`src/prep_defs.svh`:
```
`ifndef PREP_DEFS_SVH
`define PREP_DEFS_SVH

// ------------------------------------------------------------------------
// beat geometry, 16-bit sample mode
// ------------------------------------------------------------------------

// samples per beat
`define PREP_LANES 8

// I/Q pairs per beat in complex mode
`define PREP_CPLX_LANES 4

// signed sample width
`define PREP_SMP_W 16

// full beat, PREP_LANES x PREP_SMP_W
`define PREP_BEAT_W 128

// input valid to output valid, in clocks
`define PREP_LATENCY 4

`endif

```
`src/prep_pkg.sv`:
```
`default_nettype none

`include "prep_defs.svh"

package prep_pkg;

  // sample layout of a beat
  typedef enum logic {
    PREP_REAL    = 1'b0,
    PREP_COMPLEX = 1'b1
  } prep_mode_e;

  // which compare flags blank a sample
  typedef enum logic [1:0] {
    COMB_OFF = 2'd0,
    COMB_LF  = 2'd1,
    COMB_HF  = 2'd2,
    COMB_ANY = 2'd3
  } comb_mode_e;

  typedef logic signed [`PREP_SMP_W-1:0] smp_t;
  typedef logic [`PREP_BEAT_W-1:0] beat_t;
  typedef logic [`PREP_LANES-1:0] mask_t;

  // clamp a 17-bit difference back into a sample
  function automatic smp_t sat_smp(input logic signed [`PREP_SMP_W:0] v);
    if (v > 17'sd32767) return 16'sh7fff;
    if (v < -17'sd32768) return 16'sh8000;
    return v[`PREP_SMP_W-1:0];
  endfunction

endpackage

`default_nettype wire

```
`src/prep_blanker.sv`:
```
`default_nettype none

`include "prep_defs.svh"

module prep_blanker (
  input  wire                     clk,
  input  wire                     rst_n,
  input  wire prep_pkg::comb_mode_e i_comb_mode,
  input  wire prep_pkg::beat_t    i_data,
  input  wire                     i_data_valid,
  input  wire                     i_data_last,
  input  wire prep_pkg::mask_t    i_lf_flag,
  input  wire prep_pkg::mask_t    i_hf_flag,
  input  wire                     i_hf_valid,
  output prep_pkg::beat_t         o_y0,
  output logic                    o_y0_valid,
  output logic                    o_y0_last,
  output prep_pkg::mask_t         o_blank_mask
);

  import prep_pkg::*;

  beat_t data_d1;
  beat_t data_d2;
  logic  valid_d1;
  logic  valid_d2;
  logic  last_d1;
  logic  last_d2;
  mask_t lf_d1;
  mask_t sel_mask;
  beat_t blanked;

  // ------------------------------------------------------------------------
  // alignment delay line
  // ------------------------------------------------------------------------
  // data trails the HF flags by two stages, LF flags by one
  always_ff @(posedge clk or negedge rst_n) begin
    if (!rst_n) begin
      valid_d1 <= 1'b0;
      valid_d2 <= 1'b0;
      last_d1  <= 1'b0;
      last_d2  <= 1'b0;
      lf_d1    <= '0;
    end else begin
      valid_d1 <= i_data_valid;
      valid_d2 <= valid_d1;
      last_d1  <= i_data_valid & i_data_last;
      last_d2  <= last_d1;
      lf_d1    <= i_lf_flag;
    end
  end

  always_ff @(posedge clk) begin
    if (i_data_valid) begin
      data_d1 <= i_data;
    end
    if (valid_d1) begin
      data_d2 <= data_d1;
    end
  end

  // ------------------------------------------------------------------------
  // flag combination and blanking
  // ------------------------------------------------------------------------
  always_comb begin
    case (i_comb_mode)
      COMB_LF:  sel_mask = lf_d1;
      COMB_HF:  sel_mask = i_hf_flag;
      COMB_ANY: sel_mask = lf_d1 | i_hf_flag;
      default:  sel_mask = '0;
    endcase
  end

  for (genvar k = 0; k < `PREP_LANES; k++) begin : g_lane
    assign blanked[k*`PREP_SMP_W +: `PREP_SMP_W] =
        sel_mask[k] ? '0 : data_d2[k*`PREP_SMP_W +: `PREP_SMP_W];
  end

  // output stage, holds the last beat between strobes
  always_ff @(posedge clk or negedge rst_n) begin
    if (!rst_n) begin
      o_y0         <= '0;
      o_y0_valid   <= 1'b0;
      o_y0_last    <= 1'b0;
      o_blank_mask <= '0;
    end else begin
      o_y0_valid <= i_hf_valid & valid_d2;
      o_y0_last  <= last_d2;
      if (i_hf_valid & valid_d2) begin
        o_y0         <= blanked;
        o_blank_mask <= sel_mask;
      end
    end
  end

endmodule

`default_nettype wire

```
`src/prep_dc_remove.sv`:
```
`default_nettype none

`include "prep_defs.svh"

module prep_dc_remove (
  input  wire                     clk,
  input  wire                     rst_n,
  input  wire prep_pkg::prep_mode_e i_mode,
  input  wire [31:0]              i_dc_u,
  input  wire prep_pkg::beat_t    i_x0,
  input  wire                     i_x0_valid,
  input  wire                     i_x0_last,
  output prep_pkg::beat_t         o_y0,
  output logic                    o_y0_valid,
  output logic                    o_y0_last
);

  import prep_pkg::*;

  smp_t  dc_i;
  smp_t  dc_q;
  beat_t y_nxt;

  // I offset in the low half, Q offset in the high half
  assign dc_i = i_dc_u[15:0];
  assign dc_q = i_dc_u[31:16];

  // ------------------------------------------------------------------------
  // per-lane x - u with clamp
  // ------------------------------------------------------------------------
  for (genvar k = 0; k < `PREP_LANES; k++) begin : g_lane
    smp_t                       x;
    smp_t                       off;
    logic signed [`PREP_SMP_W:0] d;

    assign x = i_x0[k*`PREP_SMP_W +: `PREP_SMP_W];

    // odd lanes hold Q in complex mode
    assign off = (i_mode == PREP_COMPLEX && (k % 2) == 1) ? dc_q : dc_i;

    // one guard bit is enough for a single subtract
    assign d = {x[`PREP_SMP_W-1], x} - {off[`PREP_SMP_W-1], off};

    assign y_nxt[k*`PREP_SMP_W +: `PREP_SMP_W] = sat_smp(d);
  end

  // ------------------------------------------------------------------------
  // stage register
  // ------------------------------------------------------------------------
  always_ff @(posedge clk or negedge rst_n) begin
    if (!rst_n) begin
      o_y0_valid <= 1'b0;
      o_y0_last  <= 1'b0;
    end else begin
      o_y0_valid <= i_x0_valid;
      o_y0_last  <= i_x0_valid & i_x0_last;
    end
  end

  always_ff @(posedge clk) begin
    if (i_x0_valid) begin
      o_y0 <= y_nxt;
    end
  end

endmodule

`default_nettype wire

```
`src/prep_diff.sv`:
```
`default_nettype none

`include "prep_defs.svh"

module prep_diff (
  input  wire                     clk,
  input  wire                     rst_n,
  input  wire prep_pkg::prep_mode_e i_mode,
  input  wire prep_pkg::beat_t    i_x0,
  input  wire                     i_x0_valid,
  input  wire                     i_x0_last,
  output prep_pkg::beat_t         o_y0,
  output logic                    o_y0_valid,
  output logic                    o_y0_last
);

  import prep_pkg::*;

  // lanes 6 and 7 of the previous beat
  smp_t  hist_lo;
  smp_t  hist_hi;
  // history in front of the current beat, ext[k+2] is lane k
  smp_t  ext [`PREP_LANES+2];
  beat_t y_nxt;

  assign ext[0] = hist_lo;
  assign ext[1] = hist_hi;

  // ------------------------------------------------------------------------
  // stream-order difference
  // ------------------------------------------------------------------------
  for (genvar k = 0; k < `PREP_LANES; k++) begin : g_lane
    smp_t                       prev;
    logic signed [`PREP_SMP_W:0] d;

    assign ext[k+2] = i_x0[k*`PREP_SMP_W +: `PREP_SMP_W];

    // step back one sample, or one whole pair in complex mode
    assign prev = (i_mode == PREP_COMPLEX) ? ext[k] : ext[k+1];

    assign d = {ext[k+2][`PREP_SMP_W-1], ext[k+2]} - {prev[`PREP_SMP_W-1], prev};

    assign y_nxt[k*`PREP_SMP_W +: `PREP_SMP_W] = sat_smp(d);
  end

  // history, cleared so a new packet starts from zero
  always_ff @(posedge clk or negedge rst_n) begin
    if (!rst_n) begin
      hist_lo <= '0;
      hist_hi <= '0;
    end else if (i_x0_valid) begin
      if (i_x0_last) begin
        hist_lo <= '0;
        hist_hi <= '0;
      end else begin
        hist_lo <= ext[`PREP_LANES];
        hist_hi <= ext[`PREP_LANES+1];
      end
    end
  end

  always_ff @(posedge clk or negedge rst_n) begin
    if (!rst_n) begin
      o_y0_valid <= 1'b0;
      o_y0_last  <= 1'b0;
    end else begin
      o_y0_valid <= i_x0_valid;
      o_y0_last  <= i_x0_valid & i_x0_last;
    end
  end

  always_ff @(posedge clk) begin
    if (i_x0_valid) begin
      o_y0 <= y_nxt;
    end
  end

endmodule

`default_nettype wire

```
`src/prep_mag_cmp.sv`:
```
`default_nettype none

`include "prep_defs.svh"

module prep_mag_cmp (
  input  wire                     clk,
  input  wire                     rst_n,
  input  wire prep_pkg::prep_mode_e i_mode,
  input  wire [15:0]              i_thr,
  input  wire prep_pkg::beat_t    i_x0,
  input  wire                     i_x0_valid,
  output prep_pkg::mask_t         o_flag,
  output logic                    o_flag_valid
);

  import prep_pkg::*;

  logic [`PREP_SMP_W-1:0]      mag [`PREP_LANES];
  mask_t                       real_flag;
  logic [`PREP_CPLX_LANES-1:0] cplx_flag;
  mask_t                       flag_nxt;

  // ------------------------------------------------------------------------
  // per-sample magnitude
  // ------------------------------------------------------------------------
  for (genvar k = 0; k < `PREP_LANES; k++) begin : g_lane
    smp_t x;

    assign x = i_x0[k*`PREP_SMP_W +: `PREP_SMP_W];

    // most negative value folds onto the positive rail
    assign mag[k] = !x[`PREP_SMP_W-1] ? x :
                    (x == 16'sh8000) ? 16'h7fff : 16'(~x + 16'd1);

    assign real_flag[k] = mag[k] > i_thr;
  end

  // ------------------------------------------------------------------------
  // L1 norm per I/Q pair
  // ------------------------------------------------------------------------
  for (genvar p = 0; p < `PREP_CPLX_LANES; p++) begin : g_pair
    logic [`PREP_SMP_W:0] l1;

    assign l1 = {1'b0, mag[2*p]} + {1'b0, mag[2*p+1]};
    assign cplx_flag[p] = l1 > {1'b0, i_thr};
  end

  // pair flag lands on both I and Q lanes
  for (genvar k = 0; k < `PREP_LANES; k++) begin : g_sel
    assign flag_nxt[k] = (i_mode == PREP_COMPLEX) ? cplx_flag[k/2] : real_flag[k];
  end

  always_ff @(posedge clk or negedge rst_n) begin
    if (!rst_n) begin
      o_flag       <= '0;
      o_flag_valid <= 1'b0;
    end else begin
      o_flag       <= i_x0_valid ? flag_nxt : '0;
      o_flag_valid <= i_x0_valid;
    end
  end

endmodule

`default_nettype wire

```
`src/prep_top.sv`:
```
`default_nettype none

module prep_top (
  input  wire                     clk,
  input  wire                     rst_n,
  input  wire prep_pkg::prep_mode_e i_mode,
  input  wire prep_pkg::comb_mode_e i_comb_mode,
  input  wire [31:0]              i_dc_u,
  input  wire [15:0]              i_intf_thr,
  input  wire prep_pkg::beat_t    i_x0,
  input  wire                     i_x0_valid,
  input  wire                     i_x0_last,
  output prep_pkg::beat_t         o_y0,
  output logic                    o_y0_valid,
  output logic                    o_y0_last,
  output prep_pkg::mask_t         o_blank_mask
);

  import prep_pkg::*;

  // DC-removed stream, the LF path
  beat_t dc_y0;
  logic  dc_valid;
  logic  dc_last;

  // difference stream, the HF path
  beat_t diff_y0;
  logic  diff_valid;

  mask_t lf_flag;
  mask_t hf_flag;
  logic  hf_valid;

  // ------------------------------------------------------------------------
  // stage 1, x - u
  // ------------------------------------------------------------------------
  prep_dc_remove u_dc_remove (
    .clk        (clk),
    .rst_n      (rst_n),
    .i_mode     (i_mode),
    .i_dc_u     (i_dc_u),
    .i_x0       (i_x0),
    .i_x0_valid (i_x0_valid),
    .i_x0_last  (i_x0_last),
    .o_y0       (dc_y0),
    .o_y0_valid (dc_valid),
    .o_y0_last  (dc_last)
  );

  // ------------------------------------------------------------------------
  // stage 2, difference and LF compare
  // ------------------------------------------------------------------------
  prep_diff u_diff (
    .clk        (clk),
    .rst_n      (rst_n),
    .i_mode     (i_mode),
    .i_x0       (dc_y0),
    .i_x0_valid (dc_valid),
    .i_x0_last  (dc_last),
    .o_y0       (diff_y0),
    .o_y0_valid (diff_valid),
    .o_y0_last  ()
  );

  // LF flags come out one beat early, blanker re-aligns them
  prep_mag_cmp u_lf_cmp (
    .clk          (clk),
    .rst_n        (rst_n),
    .i_mode       (i_mode),
    .i_thr        (i_intf_thr),
    .i_x0         (dc_y0),
    .i_x0_valid   (dc_valid),
    .o_flag       (lf_flag),
    .o_flag_valid ()
  );

  // ------------------------------------------------------------------------
  // stage 3, HF compare
  // ------------------------------------------------------------------------
  prep_mag_cmp u_hf_cmp (
    .clk          (clk),
    .rst_n        (rst_n),
    .i_mode       (i_mode),
    .i_thr        (i_intf_thr),
    .i_x0         (diff_y0),
    .i_x0_valid   (diff_valid),
    .o_flag       (hf_flag),
    .o_flag_valid (hf_valid)
  );

  // ------------------------------------------------------------------------
  // stage 4, blanking
  // ------------------------------------------------------------------------
  prep_blanker u_blanker (
    .clk          (clk),
    .rst_n        (rst_n),
    .i_comb_mode  (i_comb_mode),
    .i_data       (dc_y0),
    .i_data_valid (dc_valid),
    .i_data_last  (dc_last),
    .i_lf_flag    (lf_flag),
    .i_hf_flag    (hf_flag),
    .i_hf_valid   (hf_valid),
    .o_y0         (o_y0),
    .o_y0_valid   (o_y0_valid),
    .o_y0_last    (o_y0_last),
    .o_blank_mask (o_blank_mask)
  );

endmodule

`default_nettype wire

```
`config.mk`:
```
export PLATFORM = sky130hd
export DESIGN_NAME = prep_top
export DESIGN_NICKNAME = d
export VERILOG_FILES = /design/src/prep_pkg.sv /design/src/prep_blanker.sv /design/src/prep_dc_remove.sv /design/src/prep_diff.sv /design/src/prep_mag_cmp.sv /design/src/prep_top.sv
export VERILOG_INCLUDE_DIRS = /design/src
export SDC_FILE = /design/constraint.sdc
export NUM_CORES = 2
export LEC_CHECK = 0
export BUFFER_PORTS_ARGS = -buffer_cell sky130_fd_sc_hd__buf_2
export CORE_MARGIN = 2
export CORE_UTILIZATION = 55
export CTS_BUF_LIST = sky130_fd_sc_hd__clkbuf_8
export CTS_CLUSTER_DIAMETER = 30
export DETAILED_ROUTE_END_ITERATION = 10
export PLACE_DENSITY = 0.77
export SETUP_SLACK_MARGIN = 0.15
export SLEW_MARGIN = 20
export SYNTH_ARGS = -nofsm -noshare
export SYNTH_HDL_FRONTEND = slang
export SYNTH_SLANG_ARGS = --single-unit
```
`constraint.sdc`:
```
create_clock -name clk -period 10.4 [get_ports clk]
set_clock_uncertainty 0.1 [all_clocks]
set_input_delay 1.56 -clock clk [delete_from_list [all_inputs] [get_ports clk]]
set_output_delay 1.56 -clock clk [all_outputs]
set_load 0.03 [all_outputs]
```
==> flow_summary_export.csv <==
group,metric,value,unit
global_routing,overflow,0,
timing,hold_viol_final,0,
clock_network,clockBufferDepth,3,
synth,async_flop_share,28.1,%
worst_setup_path,critical_path_buf_inv_count,1,
power_and_ir_drop,p_leak,30.1,nW
worst_setup_path,crit_top_cell,"a21o_1",
floorplan,rows,120,
hold_path,hold_class,"register to register",
clock_network,cts_max_level,4,
synth,yosysWarnings,0,
status,outcome,"finished, final reports clean",
placed_design,placed_area,63100,sq um
clock_network,hold_buffers,0,
synth,synthesis.area,59600,sq um
worst_setup_path,path_depth,25,
timing,setup_viol,0,
worst_setup_path,critPathMaxFanout,13,
route,routed_wirelength,198000,um
clock_network,numCtsBuffers,156,
power_and_ir_drop,peakVddDrop,0.167,mV
floorplan,die_w,333,um
route,drtPass1Iterations,8,
synth,synth_top_area_cell,"edfxtp_1",
worst_setup_path,cp-end-kind,"register",
placed_design,gp_congestion,0.986,
clock_network,cts_root_buffer,"clkbuf_8",
placed_design,hpwl,147000,um
timing,period_needed,6.72,ns
worst_setup_path,critPathMaxStageDelay,0.58,ns
synth,synthTopCellsByCount,"784 x ha_1, 702 x nand2_1, 550 x o21ai_0, 512 x edfxtp_1, 451 x a21oi_1",
global_routing,antenna_found_initial,15,
floorplan,core_area,107000,sq um
route,final_antenna_net_count,0,
route,viasPerCell,6.30,
route,drt_iter0_drc,5835,
synth,ys_seq_elements,712,
synth,ys_seq_area_share,34.2,%
timing,max-slew-margin-rel,16.5,%
route,via_count,53249,
clock_network,cts-resized-gates,0,
placed_design,port_buffers,320,
floorplan,start_util,55.5,%
synth,yosysMostFrequentCell,"ha_1",
worst_setup_path,reg2reg_from,"u_dc_remove.o_y0[19]",
worst_setup_path,crit_end,"u_lf_cmp.o_flag[0]",
power_and_ir_drop,power_density,311,nW/um^2
clock_network,cts_setup_buffers,0,
timing,hold_ws,0.246,ns
clock_network,path_clk_slew,0.06,ns
worst_setup_path,timing.critical_path.from,"u_dc_remove.o_y0[19]",
timing,fin_tns_setup,0,ns
layout,area_delta_synth_final,11.6,%
worst_setup_path,r2r.worst_path.cells,25,
synth,yosysTopAreaCellShare,25.8,%
clock_network,clk_latency,0.86,ns
floorplan,ios,321,
worst_setup_path,setup.worst_path.start_class,"register",
worst_setup_path,cp_slowest_cell,"or4_1",
clock_network,numClockSinks,712,
worst_setup_path,reg2reg_slack,3.68,ns
floorplan,die-area,111000,sq um
timing,period_share,64.6,%
synth,ys_types,90,
flow_run,maxCapViolCount,0,
floorplan,die_height,333,um
layout,fin_nets,7899,
layout,drive_above_1_share,10.6,%
synth,synth_ff_type,"edfxtp_1",
layout,postLayoutCellArea,66600,sq um
global_routing,grt_pass1_wl,297000,um
synth,synth.net_count,7504,
timing,rsz0062_at_grt,"false",
worst_setup_path,crit_arrival,7.31,ns
power_and_ir_drop,p_total,0.0207,W
worst_setup_path,rr_endpoint,"u_lf_cmp.o_flag[0]",
worst_setup_path,crit_family,"compound AO/OA/AOI/OAI gates",
worst_setup_path,critPathKind,"register to register",
clock_network,cts_tree,"yes",
route,drc,0,
global_routing,groute.usage.overall,35.0,%
timing,slew_violations,0,
timing,worst_pin_slew,1.22,ns
route,wl_per_cell,23.5,um
timing,fmax,149,MHz
synth,synth_area_leaders,"edfxtp_1 26%, ha_1 16%, dfrtp_1 8.4%",
global_routing,grt_max_degree,96,
synth,synth-edff-count,512,
synth,postSynthAreaPerCell,9.15,sq um
worst_setup_path,cp_data_required_time,10.99,ns
synth,synthCells,6513,
global_routing,grt_pass1_vias,50088,
[flip-flops by register name, summed over array words and instances, names as in the netlist, 8 cells and up]
signal and cells:
u_blanker.data_d1 128, u_blanker.data_d2 128, u_blanker.o_y0 128, u_dc_remove.o_y0 128, u_diff.o_y0 128, u_diff.hist_hi 16
u_diff.hist_lo 16, u_blanker.lf_d1 8, u_blanker.o_blank_mask 8, u_hf_cmp.o_flag 8, u_lf_cmp.o_flag 8
[worst register-to-register path: cells and delay by family (launching register included)]
kind                     cells  cell delay (ns)
AND/OR/NAND/NOR              7             2.25
AO/OA/AOI/OAI               14             2.68
adder cells (fa/ha/maj)      2             0.75
XOR/XNOR                     1             0.13
buffers and inverters        1             0.10
flip-flops                   1             0.53
[metrics by stage]
step / cells / util (%) / worst slack [ns]
2_1_floorplan: 6513 / - / 3.64
3_3_place_gp: 8153 / 58.7 / 3.92
3_5_place_dp: 8153 / 58.7 / 3.81
4_1_cts: 8446 / 62.0 / 3.77
5_1_grt: 8447 / 62.0 / 3.34
6_report: 8450 / 62.0 / 3.68
[cell usage in the layout, fill, tap and decap left out, types with 71 or more instances in the layout]
| master | Yosys | routed |
|---|---|---|
| nor2b_1 | 109 | 109 |
| buf_2 | 8 | 317 |
| nand2b_1 | 71 | 71 |
| ha_1 | 784 | 784 |
| mux2i_1 | 145 | 144 |
| o31ai_1 | 75 | 75 |
| a21o_1 | 217 | 217 |
| nand4_1 | 86 | 86 |
| or3_1 | 94 | 94 |
| o21ai_0 | 550 | 549 |
| xnor2_1 | 204 | 204 |
| nor3_1 | 106 | 105 |
| nand2_1 | 702 | 702 |
| a21oi_1 | 451 | 447 |
| nor2_1 | 362 | 362 |
| xor2_1 | 235 | 235 |
| inv_1 | 402 | 438 |
| buf_4 | 0 | 93 |
| o21a_1 | 109 | 109 |
| clkbuf_8 | 0 | 172 |
| edfxtp_1 | 512 | 512 |
| nand3_1 | 144 | 144 |
| dfrtp_1 | 200 | 197 |
[where the power goes]
| part | switching [W] | internal [W] |
|---|---|---|
| combinational | 0.00735 | 0.00524 |
| sequential | 0.000771 | 0.00398 |
| clock | 0.00142 | 0.00191 |
| total | 0.00954 | 0.0111 |
[logic make-up after synthesis]
logic type / Yosys count / share of synthesized area (%)
compound gates: 1886 / 20.1
buf+inv: 583 / 3.69
fa+ha+maj: 845 / 17.9
simple gates: 1899 / 15.2
xor+xnor: 439 / 6.45
flops: 712 / 34.2
mux: 149 / 2.51
[routing by layer]
layer  share of wire, %  up-vias  wire [um]  GRT usage, %
li1                   -    24907          -             -
met5              0.030        -         60             0
met2                 42     2773      83800          52.4
met3                 10      588      20300          7.71
met4                6.0        8      11800          19.3
met1                 42    24973      82500          47.0
[cell type report]
cell class                      instances  area (sq um)
Inverter                              407          1530
Multi-Input combinational cell       5218         37100
Clock inverter                        122          1100
Timing Repair Buffer                  413          2330
Antenna cell                            4          10.0
Tap cell                             1403          1760
Clock buffer                          171          2350
Fill cell                            8953         40800
Sequential cell                       712         20400
[how the worst min path moves through the flow]
stage / start / to / cells past startpoint
after CTS: u_lf_cmp.o_flag[6] / u_blanker.lf_d1[6] / 0
after global placement: u_lf_cmp.o_flag[5] / u_blanker.lf_d1[5] / 0
after detailed placement: u_lf_cmp.o_flag[6] / u_blanker.lf_d1[6] / 0
after global routing: u_lf_cmp.o_flag[5] / u_blanker.lf_d1[5] / 0
after floorplan: u_blanker.last_d1 / u_blanker.last_d2 / 0
final: u_blanker.last_d2 / u_blanker.o_y0_last / 0
No activity file was read; power rests on OpenSTA's default activity.
